===== config.mk =====
export PLATFORM = sky130hd
export DESIGN_NAME = fetch_top
export DESIGN_NICKNAME = d
export VERILOG_FILES = /design/src/verilog/fetch_pkg.sv /design/src/verilog/fetch_lfsr.sv /design/src/verilog/fetch_unit.sv /design/src/verilog/fetch_queue.sv /design/src/verilog/inst_checker.sv /design/src/verilog/fetch_top.sv
export SDC_FILE = /design/constraint.sdc
export NUM_CORES = 1
export LEC_CHECK = 0
export BUFFER_PORTS_ARGS = -buffer_cell sky130_fd_sc_hd__buf_2
export CAP_MARGIN = 5
export CORE_ASPECT_RATIO = 0.75
export CORE_UTILIZATION = 25
export CTS_CLUSTER_DIAMETER = 120
export CTS_CLUSTER_SIZE = 16
export DETAILED_ROUTE_END_ITERATION = 8
export SKIP_CTS_REPAIR_TIMING = 1
export SLEW_MARGIN = 10
export SYNTH_ARGS = -nofsm -noshare
export SYNTH_HDL_FRONTEND = slang
export SYNTH_SLANG_ARGS = --single-unit
export TNS_END_PERCENT = 10

===== constraint.sdc =====
create_clock -name clk -period 7.95 [get_ports clk]
set_input_delay 0.795 -clock clk [delete_from_list [all_inputs] [get_ports clk]]
set_output_delay 0.795 -clock clk [all_outputs]
set_load 0.05 [all_outputs]

===== src/verilog/fetch_pkg.sv =====
package fetch_pkg;

	typedef logic [31:0] addr_t;
	typedef logic [31:0] inst_t;

	typedef struct packed {
		addr_t pc;
		inst_t inst;
	} fetch_pkt_t;

	// valid marks a retire beat in the stream
	typedef struct packed {
		addr_t pc;
		inst_t inst;
		logic  illegal;
		logic  valid;
	} retire_t;

	typedef struct packed {
		logic  valid;
		addr_t target;
	} redirect_t;

	typedef struct packed {
		addr_t addr;
		logic  valid;
	} axi_ar_t;

	typedef struct packed {
		inst_t      data;
		logic [1:0] resp;
		logic       valid;
	} axi_r_t;

	// supported major opcodes
	localparam logic [6:0] OPC_LUI    = 7'b0110111;
	localparam logic [6:0] OPC_AUIPC  = 7'b0010111;
	localparam logic [6:0] OPC_JAL    = 7'b1101111;
	localparam logic [6:0] OPC_JALR   = 7'b1100111;
	localparam logic [6:0] OPC_BRANCH = 7'b1100011;
	localparam logic [6:0] OPC_LOAD   = 7'b0000011;
	localparam logic [6:0] OPC_STORE  = 7'b0100011;
	localparam logic [6:0] OPC_OP_IMM = 7'b0010011;
	localparam logic [6:0] OPC_OP     = 7'b0110011;
	localparam logic [6:0] OPC_SYSTEM = 7'b1110011;

	localparam logic [2:0] F3_JALR = 3'b000;

	// branch conditions
	localparam logic [2:0] F3_BEQ  = 3'b000;
	localparam logic [2:0] F3_BNE  = 3'b001;
	localparam logic [2:0] F3_BLT  = 3'b100;
	localparam logic [2:0] F3_BGE  = 3'b101;
	localparam logic [2:0] F3_BLTU = 3'b110;
	localparam logic [2:0] F3_BGEU = 3'b111;

	// load and store widths
	localparam logic [2:0] F3_LB  = 3'b000;
	localparam logic [2:0] F3_LH  = 3'b001;
	localparam logic [2:0] F3_LW  = 3'b010;
	localparam logic [2:0] F3_LBU = 3'b100;
	localparam logic [2:0] F3_LHU = 3'b101;
	localparam logic [2:0] F3_SB  = 3'b000;
	localparam logic [2:0] F3_SH  = 3'b001;
	localparam logic [2:0] F3_SW  = 3'b010;

	// alu ops shared by OP and OP_IMM
	localparam logic [2:0] F3_ADD = 3'b000;
	localparam logic [2:0] F3_SLL = 3'b001;
	localparam logic [2:0] F3_SRL = 3'b101;
	localparam logic [6:0] F7_BASE = 7'b0000000;
	localparam logic [6:0] F7_ALT  = 7'b0100000;

	// system group
	localparam logic [2:0] F3_PRIV  = 3'b000;
	localparam logic [2:0] F3_CSRRW = 3'b001;
	localparam logic [2:0] F3_CSRRS = 3'b010;
	localparam inst_t INST_ECALL  = 32'h0000_0073;
	localparam inst_t INST_EBREAK = 32'h0010_0073;
	localparam inst_t INST_MRET   = 32'h3020_0073;

endpackage


===== src/verilog/fetch_lfsr.sv =====
`timescale 1ns/1ps

module fetch_lfsr (
	input  logic       clk,
	input  logic       rst,
	input  logic       step_i,
	output logic [3:0] value_o
);
	logic [3:0] state_q;
	logic       feedback;

	// x^4 + x^3 + 1 walks all 15 nonzero states
	assign feedback = state_q[3] ^ state_q[2];

	always_ff @(posedge clk) begin
		if (rst) begin
			state_q <= 4'd1;
		end else if (step_i) begin
			state_q <= {state_q[2:0], feedback};
		end
	end

	assign value_o = state_q;

endmodule


===== src/verilog/fetch_unit.sv =====
`timescale 1ns/1ps

module fetch_unit import fetch_pkg::*; #(
	parameter int    QUEUE_DEPTH = 4,
	parameter addr_t RESET_PC    = '0
) (
	input  logic       clk,
	input  logic       rst,
	output axi_ar_t    ar_o,
	input  logic       ar_ready_i,
	input  axi_r_t     r_i,
	output logic       r_ready_o,
	output logic       push_o,
	output fetch_pkt_t pkt_o,
	input  logic       credit_i,
	input  redirect_t  jal_redir_i,
	input  redirect_t  ext_redir_i,
	output logic       flush_o
);
	localparam int CNT_W = $clog2(QUEUE_DEPTH + 1);

	typedef enum logic [1:0] {
		S_CREDIT,
		S_ADDR,
		S_DATA,
		S_PUSH
	} state_e;

	state_e           state_q;
	state_e           state_d;
	addr_t            pc_q;
	addr_t            req_addr_q;
	fetch_pkt_t       pkt_q;
	logic [CNT_W-1:0] credit_q;
	logic             discard_q;
	logic [3:0]       delay_q;
	logic [3:0]       wait_q;
	logic [3:0]       lfsr_val;
	logic             load_delay;
	logic             ar_valid;
	logic             ar_fire;
	logic             r_fire;
	logic             redir_take;
	addr_t            redir_target;

	// external redirect has priority over jal
	assign redir_take   = ext_redir_i.valid | jal_redir_i.valid;
	assign redir_target = ext_redir_i.valid ? ext_redir_i.target : jal_redir_i.target;
	assign flush_o      = redir_take;

	// handshakes open once the random gap has elapsed
	assign ar_valid  = (state_q == S_ADDR) && (wait_q == delay_q);
	assign r_ready_o = (state_q == S_DATA) && (wait_q == delay_q);
	assign ar_fire   = ar_valid & ar_ready_i;
	assign r_fire    = r_ready_o & r_i.valid;
	assign ar_o      = '{addr: req_addr_q, valid: ar_valid};

	// wrong-path packet is dropped on a redirect
	assign push_o = (state_q == S_PUSH) & ~redir_take;
	assign pkt_o  = pkt_q;

	always_comb begin
		state_d = state_q;
		case (state_q)
			S_CREDIT: begin
				if (!redir_take && credit_q != '0) begin
					state_d = S_ADDR;
				end
			end
			S_ADDR: begin
				if (ar_fire) begin
					state_d = S_DATA;
				end
			end
			S_DATA: begin
				if (r_fire) begin
					if (discard_q || redir_take) begin
						state_d = S_CREDIT;
					end else if (r_i.resp != 2'b00) begin
						// retry same address
						state_d = S_ADDR;
					end else begin
						state_d = S_PUSH;
					end
				end
			end
			default: begin
				state_d = S_CREDIT;
			end
		endcase
	end

	// new delay drawn on entry to each handshake phase
	assign load_delay = (state_d != state_q) && (state_d == S_ADDR || state_d == S_DATA);

	fetch_lfsr u_lfsr (
		.clk     (clk),
		.rst     (rst),
		.step_i  (load_delay),
		.value_o (lfsr_val)
	);

	always_ff @(posedge clk) begin
		if (rst) begin
			state_q   <= S_CREDIT;
			pc_q      <= RESET_PC;
			credit_q  <= CNT_W'(QUEUE_DEPTH);
			discard_q <= 1'b0;
			delay_q   <= 4'd0;
			wait_q    <= 4'd0;
		end else begin
			state_q <= state_d;

			if (load_delay) begin
				delay_q <= lfsr_val;
				wait_q  <= 4'd0;
			end else if (wait_q != delay_q) begin
				wait_q <= wait_q + 4'd1;
			end

			// flush empties the queue, so every slot is free again
			if (redir_take) begin
				credit_q <= CNT_W'(QUEUE_DEPTH);
			end else begin
				credit_q <= credit_q - CNT_W'(push_o) + CNT_W'(credit_i);
			end

			if (redir_take) begin
				pc_q <= redir_target;
			end else if (r_fire && !discard_q && r_i.resp == 2'b00) begin
				pc_q <= pc_q + 32'd4;
			end

			// read in flight at redirect time completes and is dropped
			if (r_fire) begin
				discard_q <= 1'b0;
			end else if (redir_take && (state_q == S_ADDR || state_q == S_DATA)) begin
				discard_q <= 1'b1;
			end
		end
	end

	always_ff @(posedge clk) begin
		if (state_q == S_CREDIT && state_d == S_ADDR) begin
			req_addr_q <= pc_q;
		end
		if (r_fire) begin
			pkt_q <= '{pc: req_addr_q, inst: r_i.data};
		end
	end

	credit_guard: assert property (@(posedge clk) disable iff (rst)
		ar_o.valid |-> credit_q != '0);

endmodule


===== src/verilog/fetch_queue.sv =====
`timescale 1ns/1ps

module fetch_queue import fetch_pkg::*; #(
	parameter int QUEUE_DEPTH = 4
) (
	input  logic       clk,
	input  logic       rst,
	input  logic       push_i,
	input  fetch_pkt_t pkt_i,
	input  logic       pop_i,
	input  logic       flush_i,
	output fetch_pkt_t head_o,
	output logic       empty_o
);
	localparam int PTR_W = $clog2(QUEUE_DEPTH);
	localparam int CNT_W = $clog2(QUEUE_DEPTH + 1);

	fetch_pkt_t       mem_q [QUEUE_DEPTH];
	logic [PTR_W-1:0] wr_ptr_q;
	logic [PTR_W-1:0] rd_ptr_q;
	logic [CNT_W-1:0] count_q;
	logic             full;

	assign full    = (count_q == CNT_W'(QUEUE_DEPTH));
	assign empty_o = (count_q == '0);
	assign head_o  = mem_q[rd_ptr_q];

	// pointers wrap on their own since depth is a power of two
	always_ff @(posedge clk) begin
		if (rst) begin
			wr_ptr_q <= '0;
			rd_ptr_q <= '0;
			count_q  <= '0;
		end else if (flush_i) begin
			wr_ptr_q <= '0;
			rd_ptr_q <= '0;
			count_q  <= '0;
		end else begin
			if (push_i) begin
				wr_ptr_q <= wr_ptr_q + 1'b1;
			end
			if (pop_i) begin
				rd_ptr_q <= rd_ptr_q + 1'b1;
			end
			count_q <= count_q + CNT_W'(push_i) - CNT_W'(pop_i);
		end
	end

	always_ff @(posedge clk) begin
		if (push_i && !flush_i) begin
			mem_q[wr_ptr_q] <= pkt_i;
		end
	end

	// credit scheme in fetch_unit keeps these true
	no_overflow: assert property (@(posedge clk) disable iff (rst)
		push_i |-> !full);

	no_underflow: assert property (@(posedge clk) disable iff (rst)
		pop_i |-> !empty_o);

endmodule


===== src/verilog/inst_checker.sv =====
`timescale 1ns/1ps

module inst_checker import fetch_pkg::*; (
	input  logic       clk,
	input  logic       rst,
	input  fetch_pkt_t head_i,
	input  logic       empty_i,
	output logic       pop_o,
	output logic       credit_o,
	input  redirect_t  ext_redir_i,
	output redirect_t  jal_redir_o,
	output retire_t    retire_o
);
	logic [6:0] opcode;
	logic [2:0] funct3;
	logic [6:0] funct7;
	logic       illegal;
	logic       jal_hit;
	addr_t      jal_imm;
	fetch_pkt_t ret_pkt_q;
	logic       ret_illegal_q;
	logic       ret_valid_q;
	logic       jal_valid_q;
	addr_t      jal_target_q;

	assign opcode = head_i.inst[6:0];
	assign funct3 = head_i.inst[14:12];
	assign funct7 = head_i.inst[31:25];

	always_comb begin
		illegal = 1'b1;
		case (opcode)
			OPC_LUI, OPC_AUIPC, OPC_JAL: begin
				illegal = 1'b0;
			end
			OPC_JALR: begin
				illegal = (funct3 != F3_JALR);
			end
			OPC_BRANCH: begin
				illegal = !(funct3 inside {F3_BEQ, F3_BNE, F3_BLT, F3_BGE, F3_BLTU, F3_BGEU});
			end
			OPC_LOAD: begin
				illegal = !(funct3 inside {F3_LB, F3_LH, F3_LW, F3_LBU, F3_LHU});
			end
			OPC_STORE: begin
				illegal = !(funct3 inside {F3_SB, F3_SH, F3_SW});
			end
			OPC_OP_IMM: begin
				// only shifts carry a funct7 field
				if (funct3 == F3_SLL) begin
					illegal = (funct7 != F7_BASE);
				end else if (funct3 == F3_SRL) begin
					illegal = !(funct7 inside {F7_BASE, F7_ALT});
				end else begin
					illegal = 1'b0;
				end
			end
			OPC_OP: begin
				// sub and sra use the alternate funct7
				if (funct3 == F3_ADD || funct3 == F3_SRL) begin
					illegal = !(funct7 inside {F7_BASE, F7_ALT});
				end else begin
					illegal = (funct7 != F7_BASE);
				end
			end
			OPC_SYSTEM: begin
				if (funct3 == F3_PRIV) begin
					illegal = !(head_i.inst inside {INST_ECALL, INST_EBREAK, INST_MRET});
				end else begin
					illegal = !(funct3 inside {F3_CSRRW, F3_CSRRS});
				end
			end
			default: begin
				illegal = 1'b1;
			end
		endcase
	end

	// sign-extended J-type immediate
	assign jal_imm = {{11{head_i.inst[31]}}, head_i.inst[31], head_i.inst[19:12],
		head_i.inst[20], head_i.inst[30:21], 1'b0};
	assign jal_hit = (opcode == OPC_JAL) && !illegal;

	// hold off while any redirect is being taken
	assign pop_o    = !empty_i && !ext_redir_i.valid && !jal_valid_q;
	assign credit_o = pop_o;

	always_ff @(posedge clk) begin
		if (rst) begin
			ret_valid_q <= 1'b0;
			jal_valid_q <= 1'b0;
		end else begin
			ret_valid_q <= pop_o;
			jal_valid_q <= pop_o & jal_hit;
		end
	end

	always_ff @(posedge clk) begin
		if (pop_o) begin
			ret_pkt_q     <= head_i;
			ret_illegal_q <= illegal;
			jal_target_q  <= head_i.pc + jal_imm;
		end
	end

	assign retire_o = '{pc: ret_pkt_q.pc, inst: ret_pkt_q.inst,
		illegal: ret_illegal_q, valid: ret_valid_q};
	assign jal_redir_o = '{valid: jal_valid_q, target: jal_target_q};

	// a taken jal blocks pops until fetch_unit flushes
	jal_stops_pop: assert property (@(posedge clk) disable iff (rst)
		jal_redir_o.valid |-> !pop_o);

endmodule


===== src/verilog/fetch_top.sv =====
`timescale 1ns/1ps

module fetch_top import fetch_pkg::*; #(
	parameter int    QUEUE_DEPTH = 4,
	parameter addr_t RESET_PC    = '0
) (
	input  logic      clk,
	input  logic      rst,
	output axi_ar_t   ar_o,
	input  logic      ar_ready_i,
	input  axi_r_t    r_i,
	output logic      r_ready_o,
	input  redirect_t redirect_i,
	output retire_t   retire_o
);
	logic       push;
	fetch_pkt_t push_pkt;
	logic       pop;
	logic       credit;
	logic       flush;
	logic       empty;
	fetch_pkt_t head;
	redirect_t  jal_redir;

	fetch_unit #(
		.QUEUE_DEPTH (QUEUE_DEPTH),
		.RESET_PC    (RESET_PC)
	) u_fetch_unit (
		.clk         (clk),
		.rst         (rst),
		.ar_o        (ar_o),
		.ar_ready_i  (ar_ready_i),
		.r_i         (r_i),
		.r_ready_o   (r_ready_o),
		.push_o      (push),
		.pkt_o       (push_pkt),
		.credit_i    (credit),
		.jal_redir_i (jal_redir),
		.ext_redir_i (redirect_i),
		.flush_o     (flush)
	);

	fetch_queue #(
		.QUEUE_DEPTH (QUEUE_DEPTH)
	) u_fetch_queue (
		.clk     (clk),
		.rst     (rst),
		.push_i  (push),
		.pkt_i   (push_pkt),
		.pop_i   (pop),
		.flush_i (flush),
		.head_o  (head),
		.empty_o (empty)
	);

	inst_checker u_inst_checker (
		.clk         (clk),
		.rst         (rst),
		.head_i      (head),
		.empty_i     (empty),
		.pop_o       (pop),
		.credit_o    (credit),
		.ext_redir_i (redirect_i),
		.jal_redir_o (jal_redir),
		.retire_o    (retire_o)
	);

endmodule


==> Yosys cells after proc, flatten, opt, wreduce, memory -nomap -nowiden <==
Memories as Yosys holds them, arrays and structs flattened. A register that Yosys moved wholly into a read port is not among the register bits.
Index checks and enable logic that the tools add are counted.
{ "word_totals": {"reg_bits": 252, "latch_bits": 0, "ram_bits": 256, "rom_bits": 0, "input_bits": 71, "out_inout_bits": 100, "mem_count": 1} }
{ "mem_list": {"columns": ["memory", "words", "width", "rd", "rd_ports_with_merged_regs", "wr", "line", "rtl"], "rows": [
  ["u_fetch_queue.mem_q", 4, 64, 1, 1, 1, "fetch_queue.sv:18", "fetch_pkt_t mem_q [QUEUE_DEPTH];"]
]} }
{ "classes": {"add_sub_neg": 9, "n_mul": 0, "div": 0, "magnitude_cmp": 0, "eq_ne": 28, "n_shift": 0, "muxes": 18, "bitwise": 7, "reduce_logical": 48} }
{ "ops": {"columns": ["op", "n"], "rows": [
  ["2-to-1 mux 32 bit", 3],
  ["adder 32 x 3 -> 32 bit (second input constant)", 1],
  ["adder 32 bit", 1],
  ["equality test 32 x 21 -> 1 bit (second input constant)", 1],
  ["equality test 32 x 30 -> 1 bit (second input constant)", 1],
  ["equality test 32 x 7 -> 1 bit (second input constant)", 1],
  ["equality test 7 x 6 -> 1 bit (second input constant)", 4],
  ["equality test 7 bit (second input constant)", 4],
  ["equality test 7 x 5 -> 1 bit (second input constant)", 2],
  ["2-to-1 mux 2 bit", 7],
  ["equality test 3 bit (second input constant)", 4],
  ["logical AND 1 bit", 12],
  ["logical NOT 1 bit", 12],
  ["nonzero test 3 bit", 4],
  ["case mux 1 bit (8 select lines)", 1],
  ["nonzero test 2 bit", 4],
  ["equality test 7 x 2 -> 1 bit (second input constant)", 1],
  ["logical NOT 7 bit", 1],
  ["nonzero test 7 bit", 1],
  ["adder 3 x 1 -> 3 bit", 2],
  ["equality test 2 bit (second input constant)", 3],
  ["logical NOT 3 bit", 2],
  ["2-to-1 mux 1 bit", 6],
  ["case mux 2 bit (3 select lines)", 1],
  ["19 further kinds", 31]
]} }

==> Longest topological paths before layout <==
Gate-level depths: netlist (run 1).
{ "logic_depth": {"word_depth": 9, "depth_mapped": 17, "mapped_depth_nobuf": 14} }

==> Hierarchy <==
Synthesis (run 1) repeated with hierarchy kept, for this count alone.
{ "hier_totals": {"cells_unflattened": 1265, "hier_area_um2": 20711.1} }
{ "modules_own_cells": {"columns": ["module", "instances", "cells_each", "area_per_inst_um2", "seq_area_each_um2"], "rows": [
  ["fetch_queue", 1, 380, 9761.9, 7867.5],
  ["fetch_unit", 1, 501, 6019.5, 3803.6],
  ["inst_checker", 1, 369, 4777.1, 2922.8],
  ["fetch_lfsr", 1, 15, 152.6, 80.1]
]} }

==> Least setup slack after synthesis (run 1) <==
Ideal clock, no wire load.
{ "synth_path": {"kind": "input-to-reg", "from": "input port redirect_i[32] in the netlist's numbering", "to": "register u_fetch_unit.credit_q[2]", "setup_ps": 115, "arrival_ps": 7065, "required_time_ps": 7835, "path_slack_ps": 770, "cell_stages": 11, "path_buffers": 1, "cell_sequence": "or2_1 -> clkbuf_1 -> nor2_1 -> ha_1 -> inv_1 -> ha_1 -> inv_1 -> fa_1 -> xor2_1 -> xnor2_1 -> nand2_1"} }
{ "synth_via": {"elab_cells_between_ends": 9} }
{ "synth_rtl": {"columns": ["element", "line", "rtl"], "rows": [
  ["start, declared", "fetch_top.sv:13", "input redirect_t redirect_i,"],
  ["logical NOT 1 bit", "inst_checker.sv:85", "assign pop_o = !empty_i && !ext_redir_i.valid && !jal_valid_q;"],
  ["logical AND 1 bit (2 in series)", "inst_checker.sv:85", null],
  ["via credit", "fetch_top.sv:19", "logic credit;"],
  ["adder 3 x 1 -> 3 bit", "fetch_unit.sv:125", "credit_q <= credit_q - CNT_W'(push_o) + CNT_W'(credit_i);"],
  ["end signal, assigned", "fetch_unit.sv:107", "credit_q <= CNT_W'(QUEUE_DEPTH);"],
  ["end signal, assigned", "fetch_unit.sv:123", "credit_q <= CNT_W'(QUEUE_DEPTH);"],
  ["end signal, assigned", "fetch_unit.sv:125", null],
  ["end, declared", "fetch_unit.sv:34", "logic [CNT_W-1:0] credit_q;"]
]} }
The timed path passes the listed nets, and every way through them passes these cells.
A chain may end at the register's enable or synchronous reset.

==> summary.md, run 1 <==
The critical path goes through buf_12, mux4_2, ha_1, nor2b_1, o31a_1, o31ai_1, a21oi_1, o21a_1, nor2_1, mux2i_1, or4_1. Setup repair after global routing left no endpoint under its margin. The clock period could shrink to 4.61 ns.

The proportion of synthesized flip-flops having asynchronous set or reset is 0, and the number of antenna violations at the first check in global routing is 2. The layout overhead on the synthesized area came out at 15.6%. The tools report the maximum clock insertion buffer count as 3.

The clock input transition at the sequential cells of the worst setup and hold paths came out at 0.07 ns. The critical path is of the reg -> reg type. The kind of start point of the critical path was a register. The run gives 0 as the number of synthesis warnings.

The synthesized cell area is 0.0202 sq mm. TritonCTS built the clock tree. Die outline height: 248 um. The run gives 37 as the number of buffers inserted during clock tree synthesis.

The H-tree was split into 2 levels. Entering global routing, the biggest net connects 66 pins. Yosys mapped the design onto 69 distinct sky130hd cell types. The slowest stage cell on the critical path was sky130_fd_sc_hd__dfxtp_4. After the first detailed-routing iteration, the DRC count stood at 1,167. In the routed design, unresolved DRC markers number 0. Row generation in the floorplan step produced 89 rows. Summed over all cells, the static leakage comes to 7.66 nW. In this run the worst path has a maximum fanout of 39. In the final timing run, aggregate negative setup slack is 0 ns.

Prior to clock tree synthesis, the placed netlist has a worst setup slack of 3.32 ns. Count of mapped cells out of synthesis: 1,208. The layout net count was 1,511.

The synthesized design contains 448 enable-type register cells. The synthesis-stage register bit count was 506. At the worst endpoint, the arrival time is 4.92 ns. The first global-routing pass estimated 77,400 um of wire.

Dividing the detail-routed wire length by the instance count gives 22.2 um. The class of the most critical hold timing path was in -> reg. The count of nets left with antenna violations after detail routing was 0; the number of clock sinks was 506. The logs give 0.0820 sq mm for the floorplan die area and 0.0793 sq mm for the core footprint. The actual slew at the worst max-slew pin was 1.16 ns.

The worst endpoint required time was 8.26 ns. The final layout contains routed wiring with a total length of 54,800 um. Counting every net in the synthesized netlist gives 1,328. Timing would allow up to 217 MHz.

The count of final hold-check violations came out at 0. The number of pins exceeding their max-slew limit in the final report was 0; the part of the Yosys area used for sequential elements was 0.723. The worst stage delay on the critical path was 0.88 ns. The logs give 3.34 ns for the slack of the critical path and 6 for the total iterations of the first detailed-routing run.

The effective utilization at floorplan was 0.255; the number of global-route vias before repair was 11,100. The clock latency on the worst-skew pair is 0.57 ns, and the maximum resistive drop on vdd is 0.135 mV. The placed wire-length estimate was 37,200 um; the share of the clock period used by the worst path after layout was 0.580. The total routing resource utilization after global routing came out at 0.131.

The tools report the remaining max-slew budget at the tightest pin as 0.227. The flow ran to the end, and the final reports show no timing, DRC or antenna violations. The average vias per placed instance is 4.66, and the final weighted congestion of routability-driven global placement is 0.878. On the final layout, the worst clock skew is 0.0305 ns.

The total via count after detailed routing is 11,500, and the count of buffers inserted at the top-level ports is 170. 171 I/O pins were placed. Buffer type at the clock tree root: sky130_fd_sc_hd__clkbuf_16. In this run the power density over the cells is 228 mW/mm^2.

For this run the aggregate overflow at the end of global routing stands at 0. Dividing the synthesized area by the synthesized cell count gives 16.7 sq um. Ratio of cells with drive above 1 in the final layout: 0.212. For the number of max-cap violations, the log shows 0. The sum of buffers and inverters on the critical path is 1.

The most used flip-flop cell after synthesis is sky130_fd_sc_hd__edfxtp_1. STA classifies the critical path endpoint as a register. In this run the horizontal extent of the chip is 330 um.

Category of cells accounting for the largest share of critical-path delay: compound AO/OA/AOI/OAI gates. Setup violations remaining at the end of the flow were counted as 0.
## kinds of logic (layout without fill, tap and decap cells)
| logic type | after synthesis | count (layout) | synth area share |
|---|---|---|---|
| AOI/OAI and AO/OA | 189 | 189 | 0.0595 |
| muxes | 78 | 78 | 0.0798 |
| and+or+nand+nor | 251 | 251 | 0.0617 |
| buffers and inverters | 77 | 284 | 0.0190 |
| DFF | 506 | 506 | 0.723 |
| other | 0 | 1 | 0 |
| adders and majority gates | 49 | 49 | 0.0315 |
| xor gates and xnor gates | 58 | 58 | 0.0251 |
## area by class of cell
type,instances,area (sq um)
antenna,1,2.50
fill,7877,55900
clock buffer,61,1050
tap,1046,1310
sequential,506,14600
timing repair buffer,184,968
inverter,37,139
multi-input combinational,625,5220
clock inverter,2,46.3
## metrics by stage
stage                     hold WS [ns]  std cells   util  area (sq um)  total power [mW]
after floorplan                  0.408       1208      -         20200              3.38
after global placement           0.416       2398  0.281         22300              3.56
after detailed placement         0.428       2398  0.281         22300              3.56
after CTS                        0.367       2461  0.295         23400              5.39
after global routing             0.372       2462  0.295         23400              5.51
final                            0.405       2462  0.295         23400              5.33
## cells in the final DEF, fill, tap and decap left out, types with 6 or more instances in the layout
cell type | synthesis | layout
sky130_fd_sc_hd__clkbuf_1 | 20 | 22
sky130_fd_sc_hd__edfxtp_1 | 448 | 448
sky130_fd_sc_hd__a21oi_1 | 56 | 56
sky130_fd_sc_hd__inv_1 | 32 | 32
sky130_fd_sc_hd__mux2i_1 | 14 | 14
sky130_fd_sc_hd__and3_1 | 14 | 10
sky130_fd_sc_hd__xor2_1 | 20 | 20
sky130_fd_sc_hd__mux4_2 | 56 | 56
sky130_fd_sc_hd__a211oi_1 | 17 | 17
sky130_fd_sc_hd__xnor2_1 | 38 | 38
sky130_fd_sc_hd__clkbuf_16 | 0 | 38
sky130_fd_sc_hd__nor2_1 | 67 | 65
sky130_fd_sc_hd__nor3_1 | 23 | 22
sky130_fd_sc_hd__nor2b_1 | 9 | 9
sky130_fd_sc_hd__o211ai_1 | 6 | 6
sky130_fd_sc_hd__dfxtp_1 | 58 | 56
sky130_fd_sc_hd__o21ai_1 | 16 | 16
sky130_fd_sc_hd__a21o_1 | 6 | 6
sky130_fd_sc_hd__nand2_1 | 62 | 62
sky130_fd_sc_hd__o21ai_0 | 26 | 26
sky130_fd_sc_hd__nand2b_1 | 6 | 6
sky130_fd_sc_hd__and2_1 | 9 | 9
sky130_fd_sc_hd__buf_2 | 0 | 170
sky130_fd_sc_hd__a22oi_1 | 11 | 11
sky130_fd_sc_hd__buf_4 | 4 | 13
sky130_fd_sc_hd__mux4_1 | 8 | 8
sky130_fd_sc_hd__nand4_1 | 12 | 12
sky130_fd_sc_hd__ha_1 | 46 | 46
sky130_fd_sc_hd__nand3_1 | 19 | 19
sky130_fd_sc_hd__o22ai_1 | 8 | 8
## routing by layer
metal  routed length [um]  track usage  up-vias
met5                    0            0        -
met4                  962       0.0290        0
met3                 4750       0.0304       64
met2                23500        0.194      485
met1                25600        0.193     5827
li1                     -            -     5086
## Yosys cell counts (16+ instances only)
cell                         n  area (sq um)
sky130_fd_sc_hd__a21oi_1    56           280
sky130_fd_sc_hd__clkbuf_1   20          75.1
sky130_fd_sc_hd__nand2_1    62           233
sky130_fd_sc_hd__nor2_1     67           251
sky130_fd_sc_hd__xor2_1     20           175
sky130_fd_sc_hd__o21ai_1    16          80.1
sky130_fd_sc_hd__mux4_2     56          1260
sky130_fd_sc_hd__ha_1       46           576
sky130_fd_sc_hd__xnor2_1    38           333
sky130_fd_sc_hd__nand3_1    19          95.1
sky130_fd_sc_hd__a211oi_1   17           128
sky130_fd_sc_hd__inv_1      32           120
sky130_fd_sc_hd__dfxtp_1    58          1160
sky130_fd_sc_hd__nor3_1     23           115
sky130_fd_sc_hd__edfxtp_1  448         13500
sky130_fd_sc_hd__o21ai_0    26           130
## power breakdown
group | internal, mW | switching, mW
registers | 2.97 | 0.0720
clock network | 0.936 | 0.890
logic | 0.106 | 0.355
total | 4.01 | 1.32
## path summary, 6_finish.rpt
| kind | start | to | slack, ns | depth (start not counted) |
|---|---|---|---|---|
| min reg2reg | u_fetch_unit.req_addr_q[9] | u_fetch_unit.pkt_o[41] | 0.45 | 0 |
| max | register | u_inst_checker.jal_target_q[19] | 3.34 | 11 |
| min | r_i[4] | u_fetch_unit.pkt_o[1] | 0.41 | 1 |
| max reg2reg | register | u_inst_checker.jal_target_q[19] | 3.34 | 11 |
## registers in the layout (all words and copies together), names as in the netlist, 4 cells and up, named ones only
name / count
u_fetch_queue.mem_q: 256
u_fetch_unit.pkt_o: 64
u_inst_checker.retire_o: 63
u_fetch_unit.pc_q: 32
u_fetch_unit.req_addr_q: 32
u_inst_checker.jal_target_q: 32
u_fetch_unit.wait_q: 4
No activity file was read; power rests on OpenSTA's default activity.
==> run 2, diff against run 1 <==
==> constraint.sdc (replaced) <==
create_clock -name clk -period 4 [get_ports clk]
set_input_delay 0.4 -clock clk [delete_from_list [all_inputs] [get_ports clk]]
set_output_delay 0.4 -clock clk [all_outputs]
set_load 0.05 [all_outputs]
==> summary.md, run 2 (same netlist as run 1, synthesis figures left out) <==
The flow ran to the end, and the final reports show no timing, DRC or antenna violations. The share of the clock period used by the worst path after layout works out to 0.943 (+0.363). The sum of buffers and inverters on the critical path was 2 (+1).

The worst setup path is launched from a register. The total setup violations reported at the end of the flow is 0 (unchanged). The average vias per placed instance works out to 4.58 (-1.5%). Number of design-rule violations left by the first detailed-router iteration: 1,189 (+1.9%). The maximum clock insertion buffer count was 3 (unchanged); the total leakage power was 7.80 nW (+1.8%). The post-route cell area was 0.0236 sq mm (+1.2%); the number of max-cap violations was 0 (unchanged). The die outline height was 248 um (unchanged).

The tools report the total area of multi-input combinational cells as 0.00523 sq mm (+0.12%). The total wirelength of the detailed-routed design was 54,300 um (-0.93%); the time the final worst path needs with I/O delays and setup was 3.77 ns (-0.842 ns). The wire length per cell after detailed routing was 21.8 um (-2.1%). The actual slew at the worst max-slew pin came out at 0.962 ns (-0.197 ns).

The kind of end point of the critical path was a register. The run gives 0.130 (-0.000798) as the total routing resource utilization after global routing. The maximum resistive drop on vdd is 0.264 mV (+95%).

Critical path's most frequent cell: sky130_fd_sc_hd__buf_4. The root buffer cell chosen for the clock tree is sky130_fd_sc_hd__clkbuf_16. For the wire length of the first global-routing pass, the log shows 77,400 um (about the same).

Setup repair after global routing left no endpoint under its margin. The ratio of cells with drive above 1 in the final layout works out to 0.224 (+0.0124). The count of boundary I/O pins came out at 171 (unchanged). For the fill cell total of the finished layout, the log shows 7,881 (+0.051%). TritonCTS built the clock tree. The power density relative to cell area was 443 mW/mm^2 (+94%).

For the effective utilization at floorplan, the log shows 0.255 (unchanged). u_fetch_queue.mem_q holds more flip-flops than any other register. The setup total negative slack came out at 0 ns (unchanged).

The tools report the layout net count as 1,538 (+1.8%). For the cell area after placement, the log shows 0.0225 sq mm (+1.2%). The worst-case clock skew is 0.0278 ns (-0.00271 ns), and the maximum net fanout on the critical path is 10 (-74%). The number of antenna violations at the first check in global routing came out at 7 (+5). From synthesis to final layout, the design area changed by 16.9%.

The final global-route overflow total was 0 (unchanged); the clock input transition at the sequential cells of the worst setup and hold paths was 0.08 ns (about the same). Row count: 89 (unchanged). The run gives 0.356 (+0.129) as the remaining max-slew budget at the tightest pin. The logs give 0.228 ns (-3.11 ns) for the slack of the critical path and 38,300 um (+2.9%) for the placed wire-length estimate.

The kind of cell with the highest combined delay along the critical path is compound AO/OA/AOI/OAI gates. The worst stage delay on the critical path is 0.62 ns (-0.26 ns). Class of the most critical hold timing path: in -> reg.

For the post-route DRC violation count, the log shows 0 (unchanged). The flip-flop count of the largest register, all copies and words added is 256 (unchanged), and the pre-CTS setup slack is 0.129 ns (-3.20 ns). The slowest stage cell on the critical path was sky130_fd_sc_hd__mux4_2. The top cell types in the final layout, fill and taps aside, are sky130_fd_sc_hd__edfxtp_1 (448), sky130_fd_sc_hd__buf_2 (170), sky130_fd_sc_hd__nor2_1 (65), sky130_fd_sc_hd__nand2_1 (62).

The count of nets left with antenna violations after detail routing was 0 (unchanged); the count of buffers inserted at the top-level ports was 170 (unchanged). The tools report the total via count after detailed routing as 11,400 (-0.32%). Final weighted congestion of routability-driven global placement: 0.878 (-0.10%). The clock latency on the worst-skew pair is 0.55 ns (-0.02 ns).

For the count of H-tree levels built during CTS, the log shows 2 (unchanged). The peak clock frequency supported by timing came out at 265 MHz (+22%). The worst endpoint required time is 4.30 ns (-3.96 ns). Walking the worst path, the cells encountered are buf_4, buf_4, mux4_2, ha_1, nand3_1, and2_1, o211ai_1, a31o_2, a311o_1, a21o_1, a311oi_1, xnor2_1.

The pin count of the biggest net entering global routing is 100 (+52%). For the arrival time reported for the critical path endpoint, the log shows 4.07 ns (-0.85 ns). For the number of global-route vias before repair, the log shows 11,300 (+1.7%). The width of the chip is 330 um (unchanged). The floorplan die area is 0.0820 sq mm (unchanged). Number of buffers inserted during clock tree synthesis: 37 (unchanged).

The total iterations of the first detailed-routing run was 5 (-1); the core footprint was 0.0793 sq mm (unchanged). The library cell used most frequently in the layout, excluding fill and tap cells, is sky130_fd_sc_hd__edfxtp_1. The number of pins exceeding their max-slew limit in the final report is 0 (unchanged), and the count of final hold-check violations is 0 (unchanged). For the number of clock sinks, the log shows 506 (unchanged). The critical setup path kind is reg -> reg.

The footprint of the flip-flops and latches was 0.0146 sq mm (about the same).
==> run 2: cell count changes in the layout (fill, tap and decap cells not counted), sizes merged <==
cell,before,now
buf,184,211
diode,1,2
clkbuf,61,64
bufinv,1,0
==> run 2: power breakdown <==
group / switching [mW] / internal [mW]
sequential: 0.143 / 5.90
clock: 1.75 / 1.75
combinational: 0.704 / 0.217
total: 2.60 / 7.87
==> run 2: layer usage <==
metal,share of wire,routed length (um),track usage,vias to the layer above
met1,0.47,25500,0.195,5796
met3,0.079,4280,0.0283,56
met2,0.44,23700,0.192,422
met5,0.00042,23,0,-
li1,-,-,-,5147
met4,0.015,823,0.0258,4
==> run 2: area by class of cell <==
| type | instances | share of cell area |
|---|---|---|
| inverters | 37 | 0.00588 |
| clock buffers | 64 | 0.0435 |
| well taps | 1046 | 0.0554 |
| clock inverters | 1 | 0.000371 |
| flip-flops and latches | 506 | 0.619 |
| repair buffers | 211 | 0.0543 |
| diodes | 2 | 0.000212 |
| multi-input cells | 625 | 0.221 |
==> run 2: worst paths after layout <==
kind	from	endpoint	slack, ns	cells after the start
worst max-delay path	register	u_inst_checker.jal_target_q[30]	0.23	12
worst min-delay path	r_i[32]	u_fetch_unit.pkt_o[29]	0.03	1
worst max register to register	register	u_inst_checker.jal_target_q[30]	0.23	12
worst min register to register	u_fetch_unit.pc_q[0]	u_fetch_unit.req_addr_q[0]	0.44	0
==> run 2: through the flow <==
step | hold WS (ns) | utilization | cells | power (mW)
detailed placement | 0.430 | 0.284 | 2418 | 7.10
floorplan | 0.408 | - | 1208 | 6.71
CTS | -0.00162 | 0.297 | 2483 | 10.6
global route | 0.00446 | 0.298 | 2490 | 10.8
global placement | 0.415 | 0.284 | 2418 | 7.08
finish | 0.0318 | 0.298 | 2492 | 10.5
==> run 3, diff against run 2 <==
--- a/config.mk
+++ b/config.mk
@@ -12,6 +12,7 @@
 export CTS_CLUSTER_DIAMETER = 120
 export CTS_CLUSTER_SIZE = 16
 export DETAILED_ROUTE_END_ITERATION = 8
+export GPL_TIMING_DRIVEN = 0
 export SKIP_CTS_REPAIR_TIMING = 1
 export SLEW_MARGIN = 10
 export SYNTH_ARGS = -nofsm -noshare
==> constraint.sdc (replaced) <==
create_clock -name clk -period 3.7 [get_ports clk]
set_input_delay 0.37 -clock clk [delete_from_list [all_inputs] [get_ports clk]]
set_output_delay 0.37 -clock clk [all_outputs]
set_load 0.05 [all_outputs]
==> summary.md, run 3 (same netlist as run 1, synthesis figures left out) <==
For the row count, the log shows 89 (unchanged). The signal on the critical path passes through buf_8, buf_12, buf_12, buf_4, buf_4, mux4_2, ha_1, nand3_1, and2_1, o211ai_1, a31o_2, a311o_1, a21o_1, a311oi_2, xnor2_1. The run gives 0 (unchanged) as the count of final hold-check violations.

Launch point of the worst hold path: redirect_i[0]. Number of global-route vias before repair: 11,200 (-0.48%). The maximum net fanout on the critical path was 8 (-2); the total wirelength of the detailed-routed design was 56,800 um (+4.7%).

The final hold slack was 0.0837 ns (+0.0519 ns); the core footprint was 0.0793 sq mm (unchanged). The clock latency on the worst-skew pair is 0.57 ns (+0.02 ns), and the remaining max-slew budget at the tightest pin is 0.471 (+0.114). The logs give 2,439 (+0.87%) for the placed cell count and 506 (unchanged) for the number of clock sinks.

The tools report the kind of end point of the critical path as a register. The final reports fail on negative setup slack. The total setup violations reported at the end of the flow was 9 (+9). The wire length of the first global-routing pass was 77,800 um (+0.60%). For the final weighted congestion of routability-driven global placement, the log shows 0.877 (about the same). The flow ran to the end, but the final reports show violations. The count of boundary I/O pins was 171 (unchanged); the count of nets left with antenna violations after detail routing was 0 (unchanged). Slack of the critical path: -0.292 ns (-0.520 ns). Final global-route overflow total: 0 (unchanged).

The number of design-rule violations left by the first detailed-router iteration is 1,255 (+5.6%), and the count of buffers inserted at the top-level ports is 170 (unchanged). The number of buffers inserted during clock tree synthesis was 37 (unchanged); the ratio of cells with drive above 1 in the final layout was 0.272 (+0.0479). The top cell types in the final layout, fill and taps aside, are sky130_fd_sc_hd__edfxtp_1 (448), sky130_fd_sc_hd__buf_2 (171), sky130_fd_sc_hd__nor2_1 (65), sky130_fd_sc_hd__buf_4 (62), sky130_fd_sc_hd__nand2_1 (61). Layout overhead on the synthesized area: 23.6%. The power density relative to cell area was 456 mW/mm^2 (+3.0%). Global-route met1 utilization: 0.195 (+0.000280). TritonCTS built the clock tree. The wire length per cell after detailed routing is 21.9 um (+0.63%).

The floorplan die area was 0.0820 sq mm (unchanged). The count of placed standard cells in the final layout, fillers left out is 2,593 (+4.1%), and the clock input transition at the sequential cells of the worst setup and hold paths is 0.07 ns (about the same). The run gives -1.36 ns (-1.49 ns) as the pre-CTS setup slack. The placed wire-length estimate is 40,200 um (+4.9%).

The logs give 2 (unchanged) for the count of H-tree levels built during CTS and 4.02 ns (-0.28 ns) for the worst endpoint required time. The share of the clock period used by the worst path after layout came out at 1.08 (+0.136). The tools report the worst-case clock skew as 0.0288 ns (+0.00105 ns).

For the arrival time reported for the critical path endpoint, the log shows 4.31 ns (+0.24 ns). The post-route DRC violation count was 0 (unchanged). Critical setup path kind: reg -> reg.

For the number of pins exceeding their max-slew limit in the final report, the log shows 0 (unchanged). The logs give 0 (unchanged) for the number of max-cap violations and 0.255 (unchanged) for the effective utilization at floorplan. The time the final worst path needs with I/O delays and setup was 3.99 ns (+0.220 ns); the worst stage delay on the critical path was 0.59 ns (-0.03 ns). The flip-flop count of the largest register, all copies and words added is 256 (unchanged). The die outline height came out at 248 um (unchanged). The layout net count is 1,645 (+7.0%), and the total routing resource utilization after global routing is 0.132 (+0.00223). Leaving out fill and tap cells, the most frequent cell in the layout is sky130_fd_sc_hd__edfxtp_1. The width of the chip is 330 um (unchanged). Peak clock frequency supported by timing: 250 MHz (-5.5%). The kind of start point of the critical path was a register.

The run gives 5 (unchanged) as the total iterations of the first detailed-routing run. The global routing's busiest layer was met2. Met2 usage in global routing: 0.197 (+0.00418).

Slowest stage cell on the critical path: sky130_fd_sc_hd__mux4_2. The number of antenna violations at the first check in global routing is 4 (-3). The average vias per placed instance works out to 4.60 (+0.33%). Setup repair after global routing could not meet its margin everywhere.

For the maximum clock insertion buffer count, the log shows 3 (unchanged). In this run the clock root is driven by a sky130_fd_sc_hd__clkbuf_16. The logs give 41 (-59%) for the pin count of the biggest net entering global routing and 11,900 (+4.4%) for the total via count after detailed routing. The core utilization of the finished layout is 0.315 (+0.0171), and the met3 usage in global routing is 0.0306 (+0.00231). The actual slew at the worst max-slew pin was 0.794 ns (-0.168 ns). The maximum resistive drop on vdd is 0.247 mV (-6.2%). The path class of the tightest hold or removal check is in -> reg.

The total leakage power was 8.36 nW (+7.2%); the setup total negative slack was -1.40 ns (-1.40 ns). More flip-flops sit in one register than any other, and that register is u_fetch_queue.mem_q.
run 3: changes by cell type in the layout (fill, tap and decap cells not counted), sizes merged:
cell,before,now
diode,2,1
clkbuf,64,77
dlygate4sd3,0,32
inv,34,36
buf,211,266
run 3: path summary, 6_finish.rpt:
path | to | slack [ns] | cells past startpoint
worst min register to register | u_fetch_unit.req_addr_q[0] | 0.43 | 0
worst min-delay path | u_fetch_unit.pc_q[0] | 0.08 | 3
worst max-delay path | u_inst_checker.jal_target_q[30] | -0.29 | 15
worst max register to register | u_inst_checker.jal_target_q[30] | -0.29 | 15
run 3: final cells by class:
type | instances | area [sq um]
antenna | 1 | 2.50
buffer | 39 | 382
clock buffer | 57 | 1000
clock inverter | 3 | 26.3
fill | 7799 | 54300
inverter | 37 | 139
multi-input combinational | 625 | 5480
sequential | 506 | 14600
tap | 1046 | 1310
timing repair buffer | 279 | 2020
run 3: report_power, final:
group	internal [mW]	switching, mW
clock	1.87	1.93
combinational	0.286	0.783
sequential	6.38	0.147
run 3: stage by stage:
stage	power (mW)	instance area (sq um)
floorplan	7.26	20300
global placement	7.65	22400
detailed placement	7.69	22800
CTS	11.5	23800
global route	11.8	25000
finish	11.4	25000
run 3: metal layers:
metal,vias up,part of all wire
met5,-,0
met4,0,0.015
met3,51,0.071
met2,371,0.44
met1,6138,0.48
li1,5367,-
run 3: worst max-delay path, delay by kind of cell, from the launching register on:
kind | cells | cell delay (ns)
flip-flops | 1 | 0.34
adder cells (fa/ha/maj) | 1 | 0.46
AO/OA/AOI/OAI | 5 | 1.31
multiplexers | 1 | 0.59
AND/OR/NAND/NOR | 2 | 0.28
XOR/XNOR | 1 | 0.09
buffers and inverters | 5 | 0.69
